**config.mk**
```make
export PLATFORM = sky130hd
export DESIGN_NAME = pkt_router_top
export DESIGN_NICKNAME = d
export VERILOG_FILES = /design/src/router_pkg.sv /design/src/pkt_router_top.sv /design/src/egress_steer.sv /design/src/decision_fifo.sv /design/src/beat_delay_line.sv /design/src/hdr_parse_fsm.sv /design/src/pkt_byte_counter.sv
export SDC_FILE = /design/constraint.sdc
export NUM_CORES = 1
export LEC_CHECK = 0
export BUFFER_PORTS_ARGS = -buffer_cell sky130_fd_sc_hd__buf_2
export CELL_PAD_IN_SITES_DETAIL_PLACEMENT = 1
export CELL_PAD_IN_SITES_GLOBAL_PLACEMENT = 1
export CORE_UTILIZATION = 52
export DETAILED_ROUTE_END_ITERATION = 8
export MAX_ROUTING_LAYER = met4
export PLACE_DENSITY_LB_ADDON = 0.1
export SLEW_MARGIN = 10
export SYNTH_ARGS = -nofsm -noshare
export SYNTH_HDL_FRONTEND = slang
export SYNTH_SLANG_ARGS = --single-unit
```
**constraint.sdc**
```tcl
create_clock -name core_clk_ifc -period 12.7 [get_ports core_clk_ifc]
set_input_delay 0 -clock core_clk_ifc [delete_from_list [all_inputs] [get_ports core_clk_ifc]]
set_output_delay 0 -clock core_clk_ifc [all_outputs]
set_load 0.05 [all_outputs]
```
**src/router_pkg.sv**
```systemverilog
// router package
// stream beat, port mask and decision types plus ethernet header constants
package router_pkg;

    //////////////////////////////////////////////////
    // header constants
    //////////////////////////////////////////////////

    // dmac + smac + ethertype
    localparam int HEADER_BYTES = 14;
    // destination mac sits in bytes 0..5
    localparam int DMAC_BYTES = 6;
    localparam logic [47:0] BROADCAST_MAC = 48'hFF_FF_FF_FF_FF_FF;
    localparam int NUM_EGR_PORTS = 2;

    //////////////////////////////////////////////////
    // stream and decision types
    //////////////////////////////////////////////////

    // one byte of the stream with its end of packet flag
    typedef struct packed {
        logic [7:0] data;
        logic       last;
    } beat_t;

    // one enable per egress port, all zero drops the packet
    typedef logic [NUM_EGR_PORTS-1:0] port_mask_t;

    // forwarding result of one packet
    typedef struct packed {
        port_mask_t mask;
    } fwd_decision_t;

    // byte position inside a packet, wide enough for jumbo limits
    typedef logic [15:0] byte_idx_t;

endpackage
```
**src/pkt_router_top.sv**
```systemverilog
// packet router top
// one byte-wide ingress stream steered by destination mac to two egress ports
`timescale 1ns/10ps

module pkt_router_top import router_pkg::*; #(
    parameter int          MAX_PKT_BYTES  = 100,
    parameter logic [47:0] LOCAL_MAC      = 48'hAA_BB_CC_DD_EE_FF,
    parameter int          DEC_FIFO_DEPTH = 16
) (
    input  logic       core_clk_ifc,
    input  logic       rst_n,
    input  logic       ing_valid,
    input  beat_t      ing_beat,
    output port_mask_t egr_valid,
    output beat_t      egr_beat
);

    //////////////////////////////////////////////////
    // ingress side
    //////////////////////////////////////////////////

    byte_idx_t     byte_index;
    logic          at_max;
    logic          pass_valid;
    beat_t         pass_beat;
    logic          dec_push;
    fwd_decision_t fsm_dec;
    // egress side
    logic          dly_valid;
    beat_t         dly_beat;
    logic          dec_pop;
    logic          dec_empty;
    fwd_decision_t fifo_dec;

    pkt_byte_counter #(
        .MAX_PKT_BYTES (MAX_PKT_BYTES)
    ) i_counter (
        .core_clk_ifc (core_clk_ifc),
        .rst_n        (rst_n),
        .ing_valid    (ing_valid),
        .ing_beat     (ing_beat),
        .byte_index   (byte_index),
        .at_max       (at_max)
    );

    hdr_parse_fsm #(
        .LOCAL_MAC (LOCAL_MAC)
    ) i_parser (
        .core_clk_ifc (core_clk_ifc),
        .rst_n        (rst_n),
        .ing_valid    (ing_valid),
        .ing_beat     (ing_beat),
        .byte_index   (byte_index),
        .at_max       (at_max),
        .pass_valid   (pass_valid),
        .pass_beat    (pass_beat),
        .dec_push     (dec_push),
        .dec_out      (fsm_dec)
    );

    // header length of delay, decision lands in the fifo in time
    beat_delay_line i_delay (
        .core_clk_ifc (core_clk_ifc),
        .rst_n        (rst_n),
        .in_valid     (pass_valid),
        .in_beat      (pass_beat),
        .out_valid    (dly_valid),
        .out_beat     (dly_beat)
    );

    decision_fifo #(
        .DEPTH (DEC_FIFO_DEPTH)
    ) i_dec_fifo (
        .core_clk_ifc (core_clk_ifc),
        .rst_n        (rst_n),
        .push         (dec_push),
        .din          (fsm_dec),
        .pop          (dec_pop),
        .dout         (fifo_dec),
        .empty        (dec_empty)
    );

    egress_steer i_steer (
        .core_clk_ifc (core_clk_ifc),
        .rst_n        (rst_n),
        .dly_valid    (dly_valid),
        .dly_beat     (dly_beat),
        .dec_empty    (dec_empty),
        .dec_in       (fifo_dec),
        .dec_pop      (dec_pop),
        .egr_valid    (egr_valid),
        .egr_beat     (egr_beat)
    );

endmodule

```
**src/egress_steer.sv**
```systemverilog
// egress steering
// applies one popped decision per packet and registers both egress ports
`timescale 1ns/10ps

module egress_steer import router_pkg::*; (
    input  logic          core_clk_ifc,
    input  logic          rst_n,
    input  logic          dly_valid,
    input  beat_t         dly_beat,
    input  logic          dec_empty,
    input  fwd_decision_t dec_in,
    output logic          dec_pop,
    output port_mask_t    egr_valid,
    output beat_t         egr_beat
);

    logic       pkt_open;
    logic       first_beat;
    port_mask_t cur_mask;
    port_mask_t mask_sel;

    // packet start seen at the delay line output
    assign first_beat = dly_valid && !pkt_open;
    assign dec_pop    = first_beat && !dec_empty;

    // fresh mask on the first beat, held mask afterwards
    always_comb begin
        mask_sel = cur_mask;
        if (first_beat) begin
            mask_sel = dec_empty ? '0 : dec_in.mask;
        end
    end

    //////////////////////////////////////////////////
    // control and output registers
    //////////////////////////////////////////////////

    always_ff @(posedge core_clk_ifc or negedge rst_n) begin
        if (!rst_n) begin
            pkt_open  <= 1'b0;
            cur_mask  <= '0;
            egr_valid <= '0;
        end else begin
            if (dly_valid) begin
                // close on last, reopen on the next beat
                pkt_open <= !dly_beat.last;
                cur_mask <= mask_sel;
            end
            egr_valid <= dly_valid ? mask_sel : '0;
        end
    end

    // shared data for both ports
    always_ff @(posedge core_clk_ifc) begin
        egr_beat <= dly_beat;
    end

    // parser must have decided before the packet leaves the delay line
    a_dec_ready: assert property (@(posedge core_clk_ifc) disable iff (!rst_n)
        first_beat |-> !dec_empty) else $error("no decision for outgoing packet");

endmodule

```
**src/decision_fifo.sv**
```systemverilog
// decision fifo
// circular buffer of forwarding decisions, show-ahead read
`timescale 1ns/10ps

module decision_fifo import router_pkg::*; #(
    parameter int DEPTH = 16
) (
    input  logic          core_clk_ifc,
    input  logic          rst_n,
    input  logic          push,
    input  fwd_decision_t din,
    input  logic          pop,
    output fwd_decision_t dout,
    output logic          empty
);

    localparam int PTR_W = (DEPTH > 1) ? $clog2(DEPTH) : 1;
    localparam int CNT_W = $clog2(DEPTH + 1);

    fwd_decision_t    mem [DEPTH];
    logic [PTR_W-1:0] wr_ptr;
    logic [PTR_W-1:0] rd_ptr;
    logic [CNT_W-1:0] count;
    logic             full;
    logic             do_push;
    logic             do_pop;

    assign full    = (count == CNT_W'(DEPTH));
    assign empty   = (count == '0);
    assign do_push = push && !full;
    assign do_pop  = pop && !empty;
    // head visible the cycle after its write
    assign dout    = mem[rd_ptr];

    always_ff @(posedge core_clk_ifc) begin
        if (do_push) mem[wr_ptr] <= din;
    end

    // pointers wrap at DEPTH, any depth allowed
    always_ff @(posedge core_clk_ifc or negedge rst_n) begin
        if (!rst_n) begin
            wr_ptr <= '0;
            rd_ptr <= '0;
            count  <= '0;
        end else begin
            if (do_push) wr_ptr <= (wr_ptr == PTR_W'(DEPTH - 1)) ? '0 : wr_ptr + 1'b1;
            if (do_pop) rd_ptr <= (rd_ptr == PTR_W'(DEPTH - 1)) ? '0 : rd_ptr + 1'b1;
            if (do_push && !do_pop) count <= count + 1'b1;
            else if (do_pop && !do_push) count <= count - 1'b1;
        end
    end

    a_no_overflow: assert property (@(posedge core_clk_ifc) disable iff (!rst_n)
        push |-> !full) else $error("decision fifo overflow");
    a_no_underflow: assert property (@(posedge core_clk_ifc) disable iff (!rst_n)
        pop |-> !empty) else $error("decision fifo underflow");

endmodule

```
**src/beat_delay_line.sv**
```systemverilog
// header delay line
// holds ingress beats for one header length so the decision is ready at egress
`timescale 1ns/10ps

module beat_delay_line import router_pkg::*; (
    input  logic  core_clk_ifc,
    input  logic  rst_n,
    input  logic  in_valid,
    input  beat_t in_beat,
    output logic  out_valid,
    output beat_t out_beat
);

    logic [HEADER_BYTES-1:0] valid_q;
    beat_t                   beat_q [HEADER_BYTES];

    // valid shifts every cycle, bubbles included
    always_ff @(posedge core_clk_ifc or negedge rst_n) begin
        if (!rst_n) begin
            valid_q <= '0;
        end else begin
            valid_q <= {valid_q[HEADER_BYTES-2:0], in_valid};
        end
    end

    // payload stages
    always_ff @(posedge core_clk_ifc) begin
        beat_q[0] <= in_beat;
        for (int i = 1; i < HEADER_BYTES; i++) begin
            beat_q[i] <= beat_q[i-1];
        end
    end

    assign out_valid = valid_q[HEADER_BYTES-1];
    assign out_beat  = beat_q[HEADER_BYTES-1];

endmodule

```
**src/hdr_parse_fsm.sv**
```systemverilog
// ingress header parser
// captures the dmac, decides the egress ports and truncates long packets
`timescale 1ns/10ps

module hdr_parse_fsm import router_pkg::*; #(
    parameter logic [47:0] LOCAL_MAC = 48'hAA_BB_CC_DD_EE_FF
) (
    input  logic          core_clk_ifc,
    input  logic          rst_n,
    input  logic          ing_valid,
    input  beat_t         ing_beat,
    input  byte_idx_t     byte_index,
    input  logic          at_max,
    output logic          pass_valid,
    output beat_t         pass_beat,
    output logic          dec_push,
    output fwd_decision_t dec_out
);

    typedef enum logic [1:0] {
        st_idle,
        st_header,
        st_payload,
        st_discard
    } state_t;

    state_t      state;
    state_t      state_nxt;
    logic [47:0] dmac;
    logic        in_hdr;
    logic        hdr_done;

    assign in_hdr   = (state == st_idle) || (state == st_header);
    // byte 13 closes the header
    assign hdr_done = (byte_index == byte_idx_t'(HEADER_BYTES - 1));

    //////////////////////////////////////////////////
    // dmac capture, first byte ends up msb
    //////////////////////////////////////////////////

    always_ff @(posedge core_clk_ifc) begin
        if (ing_valid && (byte_index < byte_idx_t'(DMAC_BYTES))) begin
            dmac <= {dmac[39:0], ing_beat.data};
        end
    end

    //////////////////////////////////////////////////
    // state machine
    //////////////////////////////////////////////////

    always_comb begin
        state_nxt = state;
        if (ing_valid) begin
            case (state)
                st_idle: begin
                    // single byte packet stays idle
                    if (!ing_beat.last) state_nxt = st_header;
                end
                st_header: begin
                    if (ing_beat.last) state_nxt = st_idle;
                    else if (hdr_done) state_nxt = st_payload;
                end
                st_payload: begin
                    if (ing_beat.last) state_nxt = st_idle;
                    else if (at_max) state_nxt = st_discard;
                end
                default: begin
                    // drop the tail until the sender closes the packet
                    if (ing_beat.last) state_nxt = st_idle;
                end
            endcase
        end
    end

    always_ff @(posedge core_clk_ifc or negedge rst_n) begin
        if (!rst_n) begin
            state <= st_idle;
        end else begin
            state <= state_nxt;
        end
    end

    // decision on byte 13, or zero mask when a runt closes early
    always_comb begin
        dec_push     = ing_valid && in_hdr && (hdr_done || ing_beat.last);
        dec_out.mask = '0;
        if (hdr_done) begin
            if (dmac == BROADCAST_MAC) dec_out.mask = '1;
            else if (dmac == LOCAL_MAC) dec_out.mask = port_mask_t'(2'b01);
            else dec_out.mask = port_mask_t'(2'b10);
        end
    end

    // tail bytes withheld, last forced on the final kept byte
    assign pass_valid     = ing_valid && (state != st_discard);
    assign pass_beat.data = ing_beat.data;
    assign pass_beat.last = ing_beat.last || at_max;

    // counter and fsm must agree on packet boundaries
    a_idle_at_start: assert property (@(posedge core_clk_ifc) disable iff (!rst_n)
        (state == st_idle) |-> (byte_index == '0))
        else $error("parser idle with byte index %0d", byte_index);

endmodule

```
**src/pkt_byte_counter.sv**
```systemverilog
// ingress byte counter
// tracks the byte position in the current packet and flags the last kept byte
`timescale 1ns/10ps

module pkt_byte_counter import router_pkg::*; #(
    parameter int MAX_PKT_BYTES = 100
) (
    input  logic      core_clk_ifc,
    input  logic      rst_n,
    input  logic      ing_valid,
    input  beat_t     ing_beat,
    output byte_idx_t byte_index,
    output logic      at_max
);

    // index of the beat currently on the ingress bus
    always_ff @(posedge core_clk_ifc or negedge rst_n) begin
        if (!rst_n) begin
            byte_index <= '0;
        end else if (ing_valid) begin
            if (ing_beat.last) begin
                // next beat opens a new packet
                byte_index <= '0;
            end else if (byte_index < byte_idx_t'(MAX_PKT_BYTES)) begin
                byte_index <= byte_index + 1'b1;
            end
            // saturate past the limit, the rest gets discarded anyway
        end
    end

    // last byte that survives truncation
    assign at_max = (byte_index == byte_idx_t'(MAX_PKT_BYTES - 1));

endmodule

```
== After elaboration in Yosys (flattened, before gate mapping) ==
Memories as Yosys holds them, arrays and structs flattened.
Cells that the tools add are included.
Operators by class
  $add $sub $neg: 5
  order comparisons: 2
  equality and inequality tests: 13
  mux-type cells: 21
  reduce and logical (&&, ||, !) cells: 26
Operators with widths (count)
  $eq 48x48->1 const B: 2
  $mux 16: 2
  $mux 2: 12
  $add 16x1->16 const B: 1
  $eq 16x4->1 const B: 1
  $eq 16x7->1 const B: 1
  $lt 16x3->1 const B: 1
  $lt 16x7->1 const B: 1
  $logic_and 1x1->1: 10
  $mux 5: 2
  $add 4x1->4 const B: 2
  $eq 4x4->1 const B: 2
  $mux 4: 2
  $logic_not 1->1: 6
  $ne 3x2->1 const B: 2
  $pmux 2 s3: 1
  $add 5x1->5 const B: 1
  $eq 5x5->1 const B: 1
  $logic_not 5->1: 1
  $reduce_and 5->1: 1
  $sub 5x1->5 const B: 1
  $ne 2x2->1 const B: 2
  $reduce_bool 2->1: 2
  $reduce_bool 4->1: 1
  6 further kinds: 9
Storage, ports and cells
  register bits after elaboration: 107
  memory bits (writable): 158
  input port bits: 12
  output and inout port bits: 11
  word-level logic and storage cells: 81
  memories kept: 2
Memory list
  i_delay.beat_q: depth 14, bits a word 9, read ports 14, clocked after Yosys merged registers in 0, write ports 14, line beat_delay_line.sv:15  | beat_t beat_q [HEADER_BYTES];
  i_dec_fifo.mem: depth 16, bits a word 2, read ports 1, clocked after Yosys merged registers in 0, write ports 1, line decision_fifo.sv:20  | fwd_decision_t mem [DEPTH];

== Depth between registers and ports, before layout ==
Gate-level depths: netlist of the first run.
  depth in word-level cells: 9
  depth in mapped cells: 13
  mapped depth without buffers: 12

== By module ==
Synthesis of the first run repeated with hierarchy kept, for this count alone.
Second synthesis, totals
  cell total of the unflattened synthesis: 514
  area, all modules: 8097.8 µm²
By module, submodules not included
  beat_delay_line: instances 1, cells an instance 149, area each 2940.3 µm², seq. area each 2872.8 µm²
  decision_fifo: instances 1, cells an instance 162, area each 2112.0 µm², seq. area each 1286.2 µm²
  hdr_parse_fsm: instances 1, cells an instance 112, area each 1945.6 µm², seq. area each 1491.4 µm²
  pkt_byte_counter: instances 1, cells an instance 67, area each 715.7 µm², seq. area each 400.4 µm²
  egress_steer: instances 1, cells an instance 24, area each 384.1 µm², seq. area each 305.3 µm²

== Worst setup path after synthesis of the first run ==
OpenSTA, ideal clock, no wires.
  path type: register -> register
  from: register i_counter.byte_index[10]
  to: register i_parser.dmac[0] (enable)
  setup time: 711 ps
  data arrival time: 8611 ps
  path slack: 3378 ps
  stages on the path, launching flop included: 4
  buffers on the path: 0
  cell sequence: dfrtp_1 nor4_4 nand3_1 a2111oi_0
Between the ends
  longest elaborated chain between the ends: 2
RTL lines
  start: declaration: line pkt_byte_counter.sv:12  | output byte_idx_t byte_index,
  start signal: assignment: line pkt_byte_counter.sv:25  | byte_index <= byte_index + 1'b1;
  $lt 16x3->1: line hdr_parse_fsm.sv:42  | if (ing_valid && (byte_index < byte_idx_t'(DMAC_BYTES))) begin
  $logic_and 1x1->1: line hdr_parse_fsm.sv:42
  end signal: assignment: line hdr_parse_fsm.sv:43  | dmac <= {dmac[39:0], ing_beat.data};
  end: declaration: line hdr_parse_fsm.sv:29  | logic [47:0] dmac;
No other way between the ends.
A chain may end at the register's enable or synchronous reset.

== Worst setup path in the final report of the first run ==
  from: register i_counter.byte_index[1]
  to: register i_dec_fifo.count[4]
Between the ends
  longest elaborated chain between the ends: 7
  elaborated cells between the ends (all ways): 9
RTL lines
  $eq 16x4->1 *: line hdr_parse_fsm.sv:35  | assign hdr_done = (byte_index == byte_idx_t'(HEADER_BYTES - 1));
  $logic_or 1x1->1 *: line hdr_parse_fsm.sv:85  | dec_push = ing_valid && in_hdr && (hdr_done || ing_beat.last);
  $logic_and 1x1->1 *: line hdr_parse_fsm.sv:85
  $logic_and 1x1->1 *: line decision_fifo.sv:30  | assign do_push = push && !full;
  $logic_not 1->1: line decision_fifo.sv:49  | else if (do_pop && !do_push) count <= count - 1'b1;
  $logic_and 1x1->1: line decision_fifo.sv:49
  $reduce_bool 2->1 (no line)
  end signal: assignment: line decision_fifo.sv:48  | if (do_push && !do_pop) count <= count + 1'b1;
  end signal: assignment: line decision_fifo.sv:49
  end: declaration: line decision_fifo.sv:23  | logic [CNT_W-1:0] count;
Every way passes the cells marked *; elsewhere a longest branch is shown, timed or not.

==> metrics.md, run 1 <==
| Metric | Value |
|---|---|
| Cell area after layout | `9303 sq um` |
| Post-Syn Area | `7939 sq um` |
| Critical path required time | `13.13 ns` |
| Total power draw | `2.003 mW` |
| Sequential area share after synthesis | `80.06%` |
| Flop pwr share | `50.6%` |
| Status | `finished with violations` |
| TritonCTS clock tree | `yes` |
| Worst hold slack | `0.1245 ns` |
| Simple-gate share of the synthesized area | `8.542%` |
| Io pins | `23` |
| Die height | `125.6 um` |
| Final Wtd Congestion | `0.8260` |
| Worst EP arrival | `3.83 ns` |
| Row count | `44` |
| Int Power | `1.534 mW` |
| Unrepaired setup endpoints after global routing | `no` |
| # diodes | `0` |
| Vias/cell | `5.373` |
| Clk_lat worst skew | `0.52 ns` |
| Total GRT Usage | `18.84%` |
| Yosys warns | `0` |
| Cell Count, Final, Fillers Out | `734` |
| Fin util | `63.29%` |
| Hold Vio Cnt, Final | `0` |
| Initial antenna violation count | `0` |
| Vias in the first global route | `4282` |
| XOR/XNOR share of the synthesized area | `0.6619%` |
| Pin count of the biggest net entering global routing | `51` |
| Seq. cell area | `6356 sq um` |
| Rel. slew slack | `39.52%` |
| Post-synth ARST share | `18.87%` |
| CTS root buffer | `clkbuf_16` |
| DR iter-0 viols | `219` |
| Via count | `3944` |
| Combinational Power Share | `9.4%` |
| Worst Setup Start Kind | `register` |
| PortBufs | `22` |
| Slew Limit Fails | `0` |
| Die area | `15770 sq um` |
| Skew final | `0.01042 ns` |
| Worst Setup End Kind | `register` |
| # DRC | `2` |
| Share of layout cells above drive strength 1 | `14.18%` |
| Post-synth cell types | `56` |
| Mux cell area share after synthesis | `4.035%` |
| Most frequent cells in the layout | `dfxtp_1, edfxtp_1, dfrtp_1` |
| Longest Clk Path Bufs | `3` |
| Power Density | `215.3 nW/um^2` |
| Most used DFF post-synth | `dfxtp_1` |
| Synthesis-to-layout area growth | `17.18%` |
| Area of the multi-input gates | `1520 sq um` |
| Inst Count DP | `674` |
| Crit Path Max Fanout | `20` |
| Failing checks | `DRC` |
| Final wirelength | `13570 um` |
| Worst-Margin Slew | `0.8995 ns` |
| Initial Util | `54.01%` |
| Remaining antenna violation count | `0` |
| Final Cycle Share | `26.71%` |
| Switching share of power | `23.44%` |
| Die W | `125.6 um` |
| Final net count | `554` |
| Synth Area in Compound Gates | `3.767%` |
| Flops & latches, synth | `265` |
| Max H-tree Level | `1` |
| Setup TNS | `0 ns` |
| Commonest non-fill, non-tap cell in the layout | `dfxtp_1` |
| Total CTS buffers | `26` |
| Slack of the critical path | `9.308 ns` |
| Hold Path Class | `in -> async` |
| # Max-Cap Violations | `0` |
| Total leakage power | `3.816 nW` |
| Filler cell count | `1294` |
| Reg clk slew, reported paths | `0.06 ns` |
| Peak supply drop | `0.1363 mV` |
| Critical path class | `reg -> reg` |
| Post-Syn Instances | `475` |
| Core footprint | `14700 sq um` |
| Fmax | `294.8 MHz` |
| Worst slack at placement | `9.293 ns` |
| Clk pwr share | `40.1%` |
| P_sw | `0.4695 mW` |
| First-pass GRT wire length | `22640 um` |
| Post-Synthesis Net Count | `499` |
| Remaining Overflow, GRT | `0` |
| Final setup fails | `0` |
| Largest family of logic cells by synthesized area | `simple AND/OR/NAND/NOR gates` |
| Setup Buffers After CTS | `0` |
| DP Area | `8265 sq um` |
| Fin crit period | `3.392 ns` |
| CTS Sinks | `265` |
| Synthesized area per cell | `16.71 sq um` |
| TritonRoute pass-1 iters | `6` |
| EDFF count, synth | `80` |
| Adder-Cell Fraction of Synth Area | `1.986%` |
| Final HPWL DP | `8336 um` |
| DR WL/cell | `18.48 um` |
==> final timing paths <==
path | from | endpoint | slack [ns] | cells after the start
worst max-delay path | i_counter.byte_index[1] | i_dec_fifo.count[4] | 9.31 | 12
worst min-delay path | rst_n | i_delay.valid_q[10] | 0.12 | 3
worst max register to register | i_counter.byte_index[1] | i_dec_fifo.count[4] | 9.31 | 12
worst min register to register | i_delay.beat_q[8][4] | i_delay.beat_q[9][4] | 0.32 | 0
max in group asynchronous | rst_n | i_counter.byte_index[4] | 12.14 | 3
min in group core_clk_ifc | ing_beat[5] | i_delay.beat_q[0][5] | 0.14 | 2
==> timing repair <==
| item | CTS | global route |
|---|---|---|
| hold buffers | 12 | 0 |
| gates resized for setup | 0 | 0 |
| hold endpoints to repair | 72 | 0 |
==> flip-flops by register name, summed over array words and instances, names as in the netlist <==
name,count
i_counter.byte_index,16
i_steer.egr_valid,2
i_steer.egr_beat,9
i_parser.dmac,48
i_delay.beat_q,126
i_dec_fifo.mem,32
i_dec_fifo.wr_ptr,4
i_dec_fifo.rd_ptr,4
i_delay.valid_q,14
i_steer.cur_mask,2
i_dec_fifo.count,5
i_parser.state,2
i_steer.pkt_open,1
==> cells in the mapped netlist, types with 3 or more instances <==
cell type / count / share of area [%]
dfxtp_1: 135 / 34
and3_1: 20 / 1.6
nand3_1: 7 / 0.44
nor2b_1: 4 / 0.32
nor4_1: 6 / 0.47
nand3b_1: 3 / 0.28
mux4_1: 8 / 2.6
nor3_1: 3 / 0.19
xnor2_1: 4 / 0.44
o21ai_0: 8 / 0.50
ha_1: 11 / 1.7
and2_1: 9 / 0.71
a21o_1: 3 / 0.28
nand4_1: 14 / 1.1
nand2b_1: 3 / 0.24
dfrtp_1: 50 / 16
inv_1: 7 / 0.33
clkbuf_1: 6 / 0.28
mux2_2: 4 / 0.57
nor2_1: 10 / 0.47
or4_1: 4 / 0.38
o211ai_1: 4 / 0.38
nand2_1: 21 / 0.99
a21oi_1: 9 / 0.57
edfxtp_1: 80 / 30
==> area by class of cell <==
type                            instances  area share, %
Timing Repair Buffer                   37          2.717
Tap cell                              184          2.475
Inverter                                7         0.2824
Clock inverter                          9          1.681
Multi-Input combinational cell        193          16.34
Sequential cell                       265          68.33
Clock buffer                           39          8.178
==> metal layers <==
layer	global-route usage, %	share of wire [%]	vias up
met5	-	0	-
met4	6.456	2.5	0
met3	2.953	3.5	31
met2	31.90	52	79
met1	23.08	42	1980
li1	-	-	1854
==> power groups by stage <==
stage	Sequential (mW)	Clock (mW)	Combinational, mW
after floorplan	1.02	0	0.137
after global placement	1.02	0	0.173
after detailed placement	1.03	0	0.186
after CTS	1.01	0.818	0.189
after global routing	1.03	0.853	0.208
final	1.01	0.802	0.187
==> worst max-delay path, cell delays in order, from the launching register on <==
cell and delay, ns:
dfrtp_1 0.43, inv_1 0.09, ha_1 0.18, nor4b_1 0.23, and4_1 0.31, o21a_1 0.49, ha_1 0.27, inv_1 0.12
fa_1 0.44, a21o_1 0.19, a21oi_1 0.17, mux2i_1 0.24, xnor2_1 0.15
==> kinds of logic (layout without fill, tap and decap cells) <==
logic type / after synthesis / in the layout
AOI/OAI and AO/OA: 44 / 44
xor gates and xnor gates: 6 / 6
muxes: 16 / 16
adders and majority gates: 12 / 12
DFF: 265 / 265
buffers and inverters: 17 / 92
and+or+nand+nor: 115 / 115
Power figures use the tool's default switching activity.
==> inputs of run 2 (changes only) <==
CORE_UTILIZATION = 47   (was 52)
clock period = 2.77 ns   (was 12.7 ns; I/O delays follow)
==> run 2 against run 1 <==
Compared with the run above:
- the flow still finishes with violations (DRC)
- clock power rose to 4.3 times the previous value
- worst setup slack lost 9.2 ns
- worst hold slack improved by 0.010 ns
- critical path depth down 3
==> metrics.md, run 2 (synthesis results as in run 1) <==
| Metric | Value |
|---|---|
| Status | `finished with violations` |
| Failing checks | `DRC` |
| Max H-tree Level | `1 (unchanged)` |
| Reg clk slew, reported paths | `0.06 ns (about the same)` |
| TritonRoute pass-1 iters | `6 (unchanged)` |
| Final Cycle Share | `96.05% (+69 points)` |
| Fin crit period | `2.661 ns (-0.7309 ns)` |
| Row count | `47 (+6.8%)` |
| Die area | `17410 sq um (+10%)` |
| Vias in the first global route | `4191 (-2.1%)` |
| Worst slack at placement | `0.02382 ns (-9.270 ns)` |
| Pin count of the biggest net entering global routing | `49 (-3.9%)` |
| Worst Setup Start Kind | `register` |
| CTS Sinks | `265 (unchanged)` |
| Worst r2r path cells | `9 (-3)` |
| Hold worst-path end | `i_delay.beat_q[0][5]` |
| Max reg flops | `126 (unchanged)` |
| Initial antenna violation count | `0 (unchanged)` |
| # DRC | `2 (unchanged)` |
| Most frequent cells in the layout | `dfxtp_1, edfxtp_1, dfrtp_1` |
| DR WL/cell | `16.59 um (-10%)` |
| Total leakage power | `3.883 nW (+1.7%)` |
| Final Wtd Congestion | `0.7536 (-8.8%)` |
| Die height | `132.0 um (+5.1%)` |
| Reg2Reg Setup Slack | `0.11 ns (-9.20 ns)` |
| Hold path depth | `2` |
| # Max-Cap Violations | `0 (unchanged)` |
| Critical path class | `reg -> reg` |
| Final wirelength | `13010 um (-4.1%)` |
| Total GRT Usage | `15.49% (-3.4 points)` |
| Worst-Margin Slew | `1.042 ns (+0.1420 ns)` |
| Hold Vio Cnt, Final | `0 (unchanged)` |
| Die W | `132.0 um (+5.1%)` |
| Crit Path Max Fanout | `5 (-75%)` |
| Origin of the critical flop-to-flop path | `i_dec_fifo.count[1]` |
| Initial Util | `48.04% (-6.0 points)` |
| Commonest non-fill, non-tap cell in the layout | `dfxtp_1` |
| Fmax | `375.8 MHz (+27%)` |
| Register with the most flip-flops | `i_delay.beat_q` |
| Synthesis-to-layout area growth | `19.46%` |
| Inst Count DP | `722 (+7.1%)` |
| Rel. slew slack | `29.97% (-9.5 points)` |
| Final net count | `568 (+2.5%)` |
| Setup crit start | `i_dec_fifo.count[1]` |
| Worst r2r dst | `i_dec_fifo.count[4]` |
| # diodes | `0 (unchanged)` |
| CTS root buffer | `clkbuf_16` |
| Final HPWL DP | `8041 um (-3.5%)` |
| Slew Limit Fails | `0 (unchanged)` |
| Worst Setup End Kind | `register` |
| Critical path required time | `3.20 ns (-9.93 ns)` |
| PortBufs | `22 (unchanged)` |
| Hold Startpoint | `ing_beat[5]` |
| Hold Path Class | `in -> reg` |
| DR iter-0 viols | `128 (-42%)` |
| Cell Count, Final, Fillers Out | `784 (+6.8%)` |
| Remaining antenna violation count | `0 (unchanged)` |
| Biggest regs | `i_delay.beat_q x126, i_parser.dmac x48, i_dec_fifo.mem x32` |
| Power Density | `954.4 nW/um^2 (+340%)` |
| Worst EP arrival | `3.10 ns (-0.73 ns)` |
| TritonCTS clock tree | `yes` |
| Skew final | `0.01830 ns (+0.007880 ns)` |
| Final setup fails | `0 (unchanged)` |
| Area of the multi-input gates | `1590 sq um (+4.6%)` |
| Via count | `3954 (+0.25%)` |
| Io pins | `23 (unchanged)` |
| First-pass GRT wire length | `20800 um (-8.1%)` |
| Clk_lat worst skew | `0.53 ns (about the same)` |
| Vias/cell | `5.043 (-6.1%)` |
| Share of layout cells above drive strength 1 | `18.44% (+4.3 points)` |
| Filler cell count | `1528 (+18%)` |
| Total CTS buffers | `26 (unchanged)` |
| Core footprint | `16520 sq um (+12%)` |
| Peak supply drop | `0.5976 mV (+340%)` |
| Remaining Overflow, GRT | `0 (unchanged)` |
| Seq. cell area | `6357 sq um (about the same)` |
| Slack of the critical path | `0.1093 ns (-9.199 ns)` |
| Longest Clk Path Bufs | `3 (unchanged)` |
[run 2: through the flow]
stage / util [%] / hold WS [ns] / TNS [ns] / power [mW] / area [sq um]
3_3_place_gp: 51.02 / 0.1193 / 0 / 5.540 / 8431
6_report: 57.39 / 0.1347 / 0 / 9.052 / 9484
2_1_floorplan: - / -0.2956 / -24.94 / 5.301 / 7963
4_1_cts: 57.00 / 0.1172 / 0 / 9.107 / 9419
3_5_place_dp: 51.02 / 0.1173 / 0 / 5.610 / 8431
5_1_grt: 57.39 / 0.1190 / -0.03313 / 9.436 / 9484
[run 2: final cells by class]
type | count | share of cell area, %
clock inverters | 10 | 1.214
well taps | 220 | 2.902
multi-input cells | 193 | 16.77
repair buffers | 51 | 3.905
flip-flops and latches | 265 | 67.03
clock buffers | 38 | 7.876
inverters | 7 | 0.3034
[run 2: critical path, stage by stage, from the launching register on]
cell     delay (ns)
dfrtp_2        0.45
or4_4          0.53
o21ai_2        0.24
ha_4           0.19
inv_4          0.05
fa_2           0.39
a21o_1         0.20
a21oi_2        0.15
mux2i_1        0.24
xnor2_1        0.14
[run 2: how the worst max path moves through the flow]
stage	end	slack, ns
2_1_floorplan	i_parser.dmac[0]	-0.40
3_3_place_gp	i_dec_fifo.count[4]	0.10
3_5_place_dp	i_dec_fifo.count[4]	0.02
4_1_cts	i_dec_fifo.count[4]	0.03
5_1_grt	i_dec_fifo.count[4]	-0.03
6_report	i_dec_fifo.count[4]	0.11
[run 2: per-layer routing]
| layer | track usage [%] | vias to the layer above | wire length [um] |
|---|---|---|---|
| li1 | - | 1884 | - |
| met1 | 18.57 | 1985 | 5435 |
| met2 | 26.54 | 59 | 6848 |
| met3 | 3.037 | 26 | 484 |
| met4 | 4.522 | 0 | 239 |
| met5 | - | - | 0 |
[run 2: what timing repair did]
item	4_1_cts	5_1_grt
pin swaps	1	4
hold buffers	12	0
gates cloned	0	0
buffers inserted	0	2
gates resized for setup	1	13
hold endpoints to repair	61	0
setup endpoints to repair	1	1
[run 2: power by group]
group | internal (mW) | switching (mW) | total [mW]
clock network | 2.06 | 1.40 | 3.46
registers | 4.35 | 0.265 | 4.62
logic | 0.472 | 0.504 | 0.976
==> inputs of run 3 (changes only) <==
--- a/config.mk
+++ b/config.mk
@@ -10,3 +10,3 @@
 export CELL_PAD_IN_SITES_GLOBAL_PLACEMENT = 1
-export CORE_UTILIZATION = 47
+export CORE_UTILIZATION = 30
 export DETAILED_ROUTE_END_ITERATION = 8
--- a/constraint.sdc
+++ b/constraint.sdc
@@ -3,2 +3,2 @@
 set_output_delay 0 -clock core_clk_ifc [all_outputs]
-set_load 0.05 [all_outputs]
+set_load 0.1 [all_outputs]
==> run 3 against run 2 <==
Compared with the run above:
- the run now ends clean
- register-to-register slack barely moved
- sequential share of layout area down 1.6 points
- non-clock buffer count grew 3
- combinational power is 5% higher
- clock skew is 0.0015 ns higher
- worst setup slack lost 0.0032 ns
- first-iteration DRC count grew 90%
- die area is 56% higher
- global-route usage down 4.8 points
- utilization down 20 points
- worst hold slack got worse by 0.087 ns
- critical path type unchanged
==> metrics.md, run 3 (synthesis results as in run 1) <==
| Metric | Value |
|---|---|
| Metal2 WL | `6637 um (-3.1%)` |
| Fin crit period | `2.664 ns (+0.003202 ns)` |
| # DRC | `0 (-2)` |
| Setup crit start | `i_dec_fifo.count[0]` |
| Clk_lat worst skew | `0.53 ns (about the same)` |
| Worst hold slack | `0.04817 ns (-0.08655 ns)` |
| Origin of the critical flop-to-flop path | `i_dec_fifo.count[0]` |
| Total CTS buffers | `29 (+12%)` |
| Rel. slew slack | `22.19% (-7.8 points)` |
| Share of layout cells above drive strength 1 | `19.41% (+0.97 points)` |
| Crit path largest cell delay | `0.60 ns (+0.07 ns)` |
| Vias in the first global route | `4215 (+0.57%)` |
| Die height | `164.7 um (+25%)` |
| Status | `completed` |
| Initial Util | `30.55% (-17 points)` |
| Max reg flops | `126 (unchanged)` |
| Final net count | `574 (+1.1%)` |
| Row count | `59 (+26%)` |
| Cell Count, Final, Fillers Out | `907 (+16%)` |
| # Max-Cap Violations | `0 (unchanged)` |
| Remaining antenna violation count | `0 (unchanged)` |
| Initial antenna violation count | `0 (unchanged)` |
| PortBufs | `22 (unchanged)` |
| Setup TNS | `0 ns (unchanged)` |
| Pin count of the biggest net entering global routing | `49 (unchanged)` |
| CTS root buffer | `clkbuf_16` |
| Critical path class | `reg -> reg` |
| Biggest regs | `i_delay.beat_q x126, i_parser.dmac x48, i_dec_fifo.mem x32` |
| Max H-tree Level | `1 (unchanged)` |
| Die area | `27120 sq um (+56%)` |
| Via count | `3961 (+0.18%)` |
| Final setup fails | `0 (unchanged)` |
| Longest Clk Path Bufs | `3 (unchanged)` |
| Remaining Overflow, GRT | `0 (unchanged)` |
| Reg clk slew, reported paths | `0.06 ns (about the same)` |
| Max Used Layer | `met4` |
| Skew final | `0.01982 ns (+0.001519 ns)` |
| Inst Count DP | `837 (+16%)` |
| Worst EP arrival | `3.12 ns (+0.02 ns)` |
| Worst slack at placement | `-0.02596 ns (-0.04978 ns)` |
| First-pass GRT wire length | `22070 um (+6.1%)` |
| Slack of the critical path | `0.1061 ns (-0.003202 ns)` |
| Peak supply drop | `0.5012 mV (-16%)` |
| TritonRoute pass-1 iters | `4 (-2)` |
| Critical path required time | `3.22 ns (+0.02 ns)` |
| Most frequent cells in the layout | `dfxtp_1, edfxtp_1, dfrtp_1` |
| Met1 WL | `5975 um (+9.9%)` |
| Worst Setup Start Kind | `register` |
| Cells along the critical path | `or4_1, o21ai_2, ha_2, inv_4, fa_2, a21o_1, a21oi_2, mux2i_1, xnor2_1` |
| Commonest non-fill, non-tap cell in the layout | `dfxtp_1` |
| DR WL/cell | `14.81 um (-11%)` |
| Met3 wire len | `411 um (-15%)` |
| Die W | `164.7 um (+25%)` |
| Power Density | `959.0 nW/um^2 (+0.47%)` |
| Slew Limit Fails | `0 (unchanged)` |
| Hold Path Class | `in -> async` |
| Hold Vio Cnt, Final | `0 (unchanged)` |
| CP top delay family | `simple AND/OR/NAND/NOR gates` |
| Io pins | `23 (unchanged)` |
| Register with the most flip-flops | `i_delay.beat_q` |
| Total GRT Usage | `10.66% (-4.8 points)` |
| Filler cell count | `2593 (+70%)` |
| Final Wtd Congestion | `0.7450 (-1.1%)` |
| Crit Path Max Fanout | `5 (unchanged)` |
| Core footprint | `25980 sq um (+57%)` |
| Final HPWL DP | `8500 um (+5.7%)` |
| Buffers and inverters on the worst path | `1 (unchanged)` |
| Synthesis-to-layout area growth | `22.40%` |
| Vias/cell | `4.367 (-13%)` |
| Worst path slowest cell | `or4_1` |
| Total leakage power | `3.932 nW (+1.3%)` |
| Fmax | `375.4 MHz (-0.12%)` |
| # diodes | `0 (unchanged)` |
| Final wirelength | `13430 um (+3.3%)` |
| TritonCTS clock tree | `yes` |
| CTS Sinks | `265 (unchanged)` |
| Worst-Margin Slew | `1.157 ns (+0.1157 ns)` |
| Worst Setup End Kind | `register` |
| DR iter-0 viols | `243 (+90%)` |
| Final Cycle Share | `96.17% (+0.12 points)` |
==> run 3: path summary, 6_finish.rpt <==
path	slack, ns	cells after the start	end
setup reg to reg	0.11	9	i_dec_fifo.count[4]
hold reg to reg	0.32	0	i_delay.beat_q[8][3]
min in group core_clk_ifc	0.14	2	i_delay.beat_q[0][2]
hold / removal	0.05	2	i_delay.valid_q[13]
setup / recovery	0.11	9	i_dec_fifo.count[4]
max in group asynchronous	1.95	3	i_counter.byte_index[4]
==> run 3: timing repair <==
action                                 4_1_cts  5_1_grt
buffers inserted                             0        5
setup endpoints to repair                    1        1
gates resized for setup                      1        9
endpoints found under the hold margin       51        0
hold buffers                                12        0
pin swaps                                    0        4
==> run 3: metrics by stage <==
stage	utilization, %	instance area [sq um]	total power [mW]
after floorplan	-	7963	5.371
after global placement	33.00	8574	5.627
after detailed placement	33.00	8574	5.678
after CTS	37.09	9638	9.429
after global routing	37.39	9717	9.771
final	37.39	9717	9.318
==> run 3: cell type report <==
class                   count  area [sq um]  share of cell area, %
flip-flops and latches    265          6356                  65.41
multi-input cells         193          1583                  16.29
clock buffers              37         807.0                  8.305
well taps                 335         419.2                  4.314
repair buffers             54         392.9                  4.043
clock inverters            16         130.1                  1.339
inverters                   7         28.78                 0.2962
==> run 3: per-layer routing <==
layer / vias up / GRT usage [%]
met1: 1992 / 12.73
met5: - / -
met4: 0 / 3.920
li1: 1895 / -
met2: 47 / 17.72
met3: 27 / 2.235
==> run 3: power breakdown <==
| part | internal, mW | switching [mW] |
|---|---|---|
| clock | 2.16 | 1.50 |
| combinational | 0.466 | 0.559 |
| sequential | 4.35 | 0.279 |
| total | 6.98 | 2.34 |
==> run 3: worst reg2reg max path, cell delays in order, from the launching register on <==
cell     delay (ns)
dfrtp_1        0.45
or4_1          0.60
o21ai_2        0.19
ha_2           0.23
inv_4          0.06
fa_2           0.36
a21o_1         0.17
a21oi_2        0.14
mux2i_1        0.24
xnor2_1        0.14
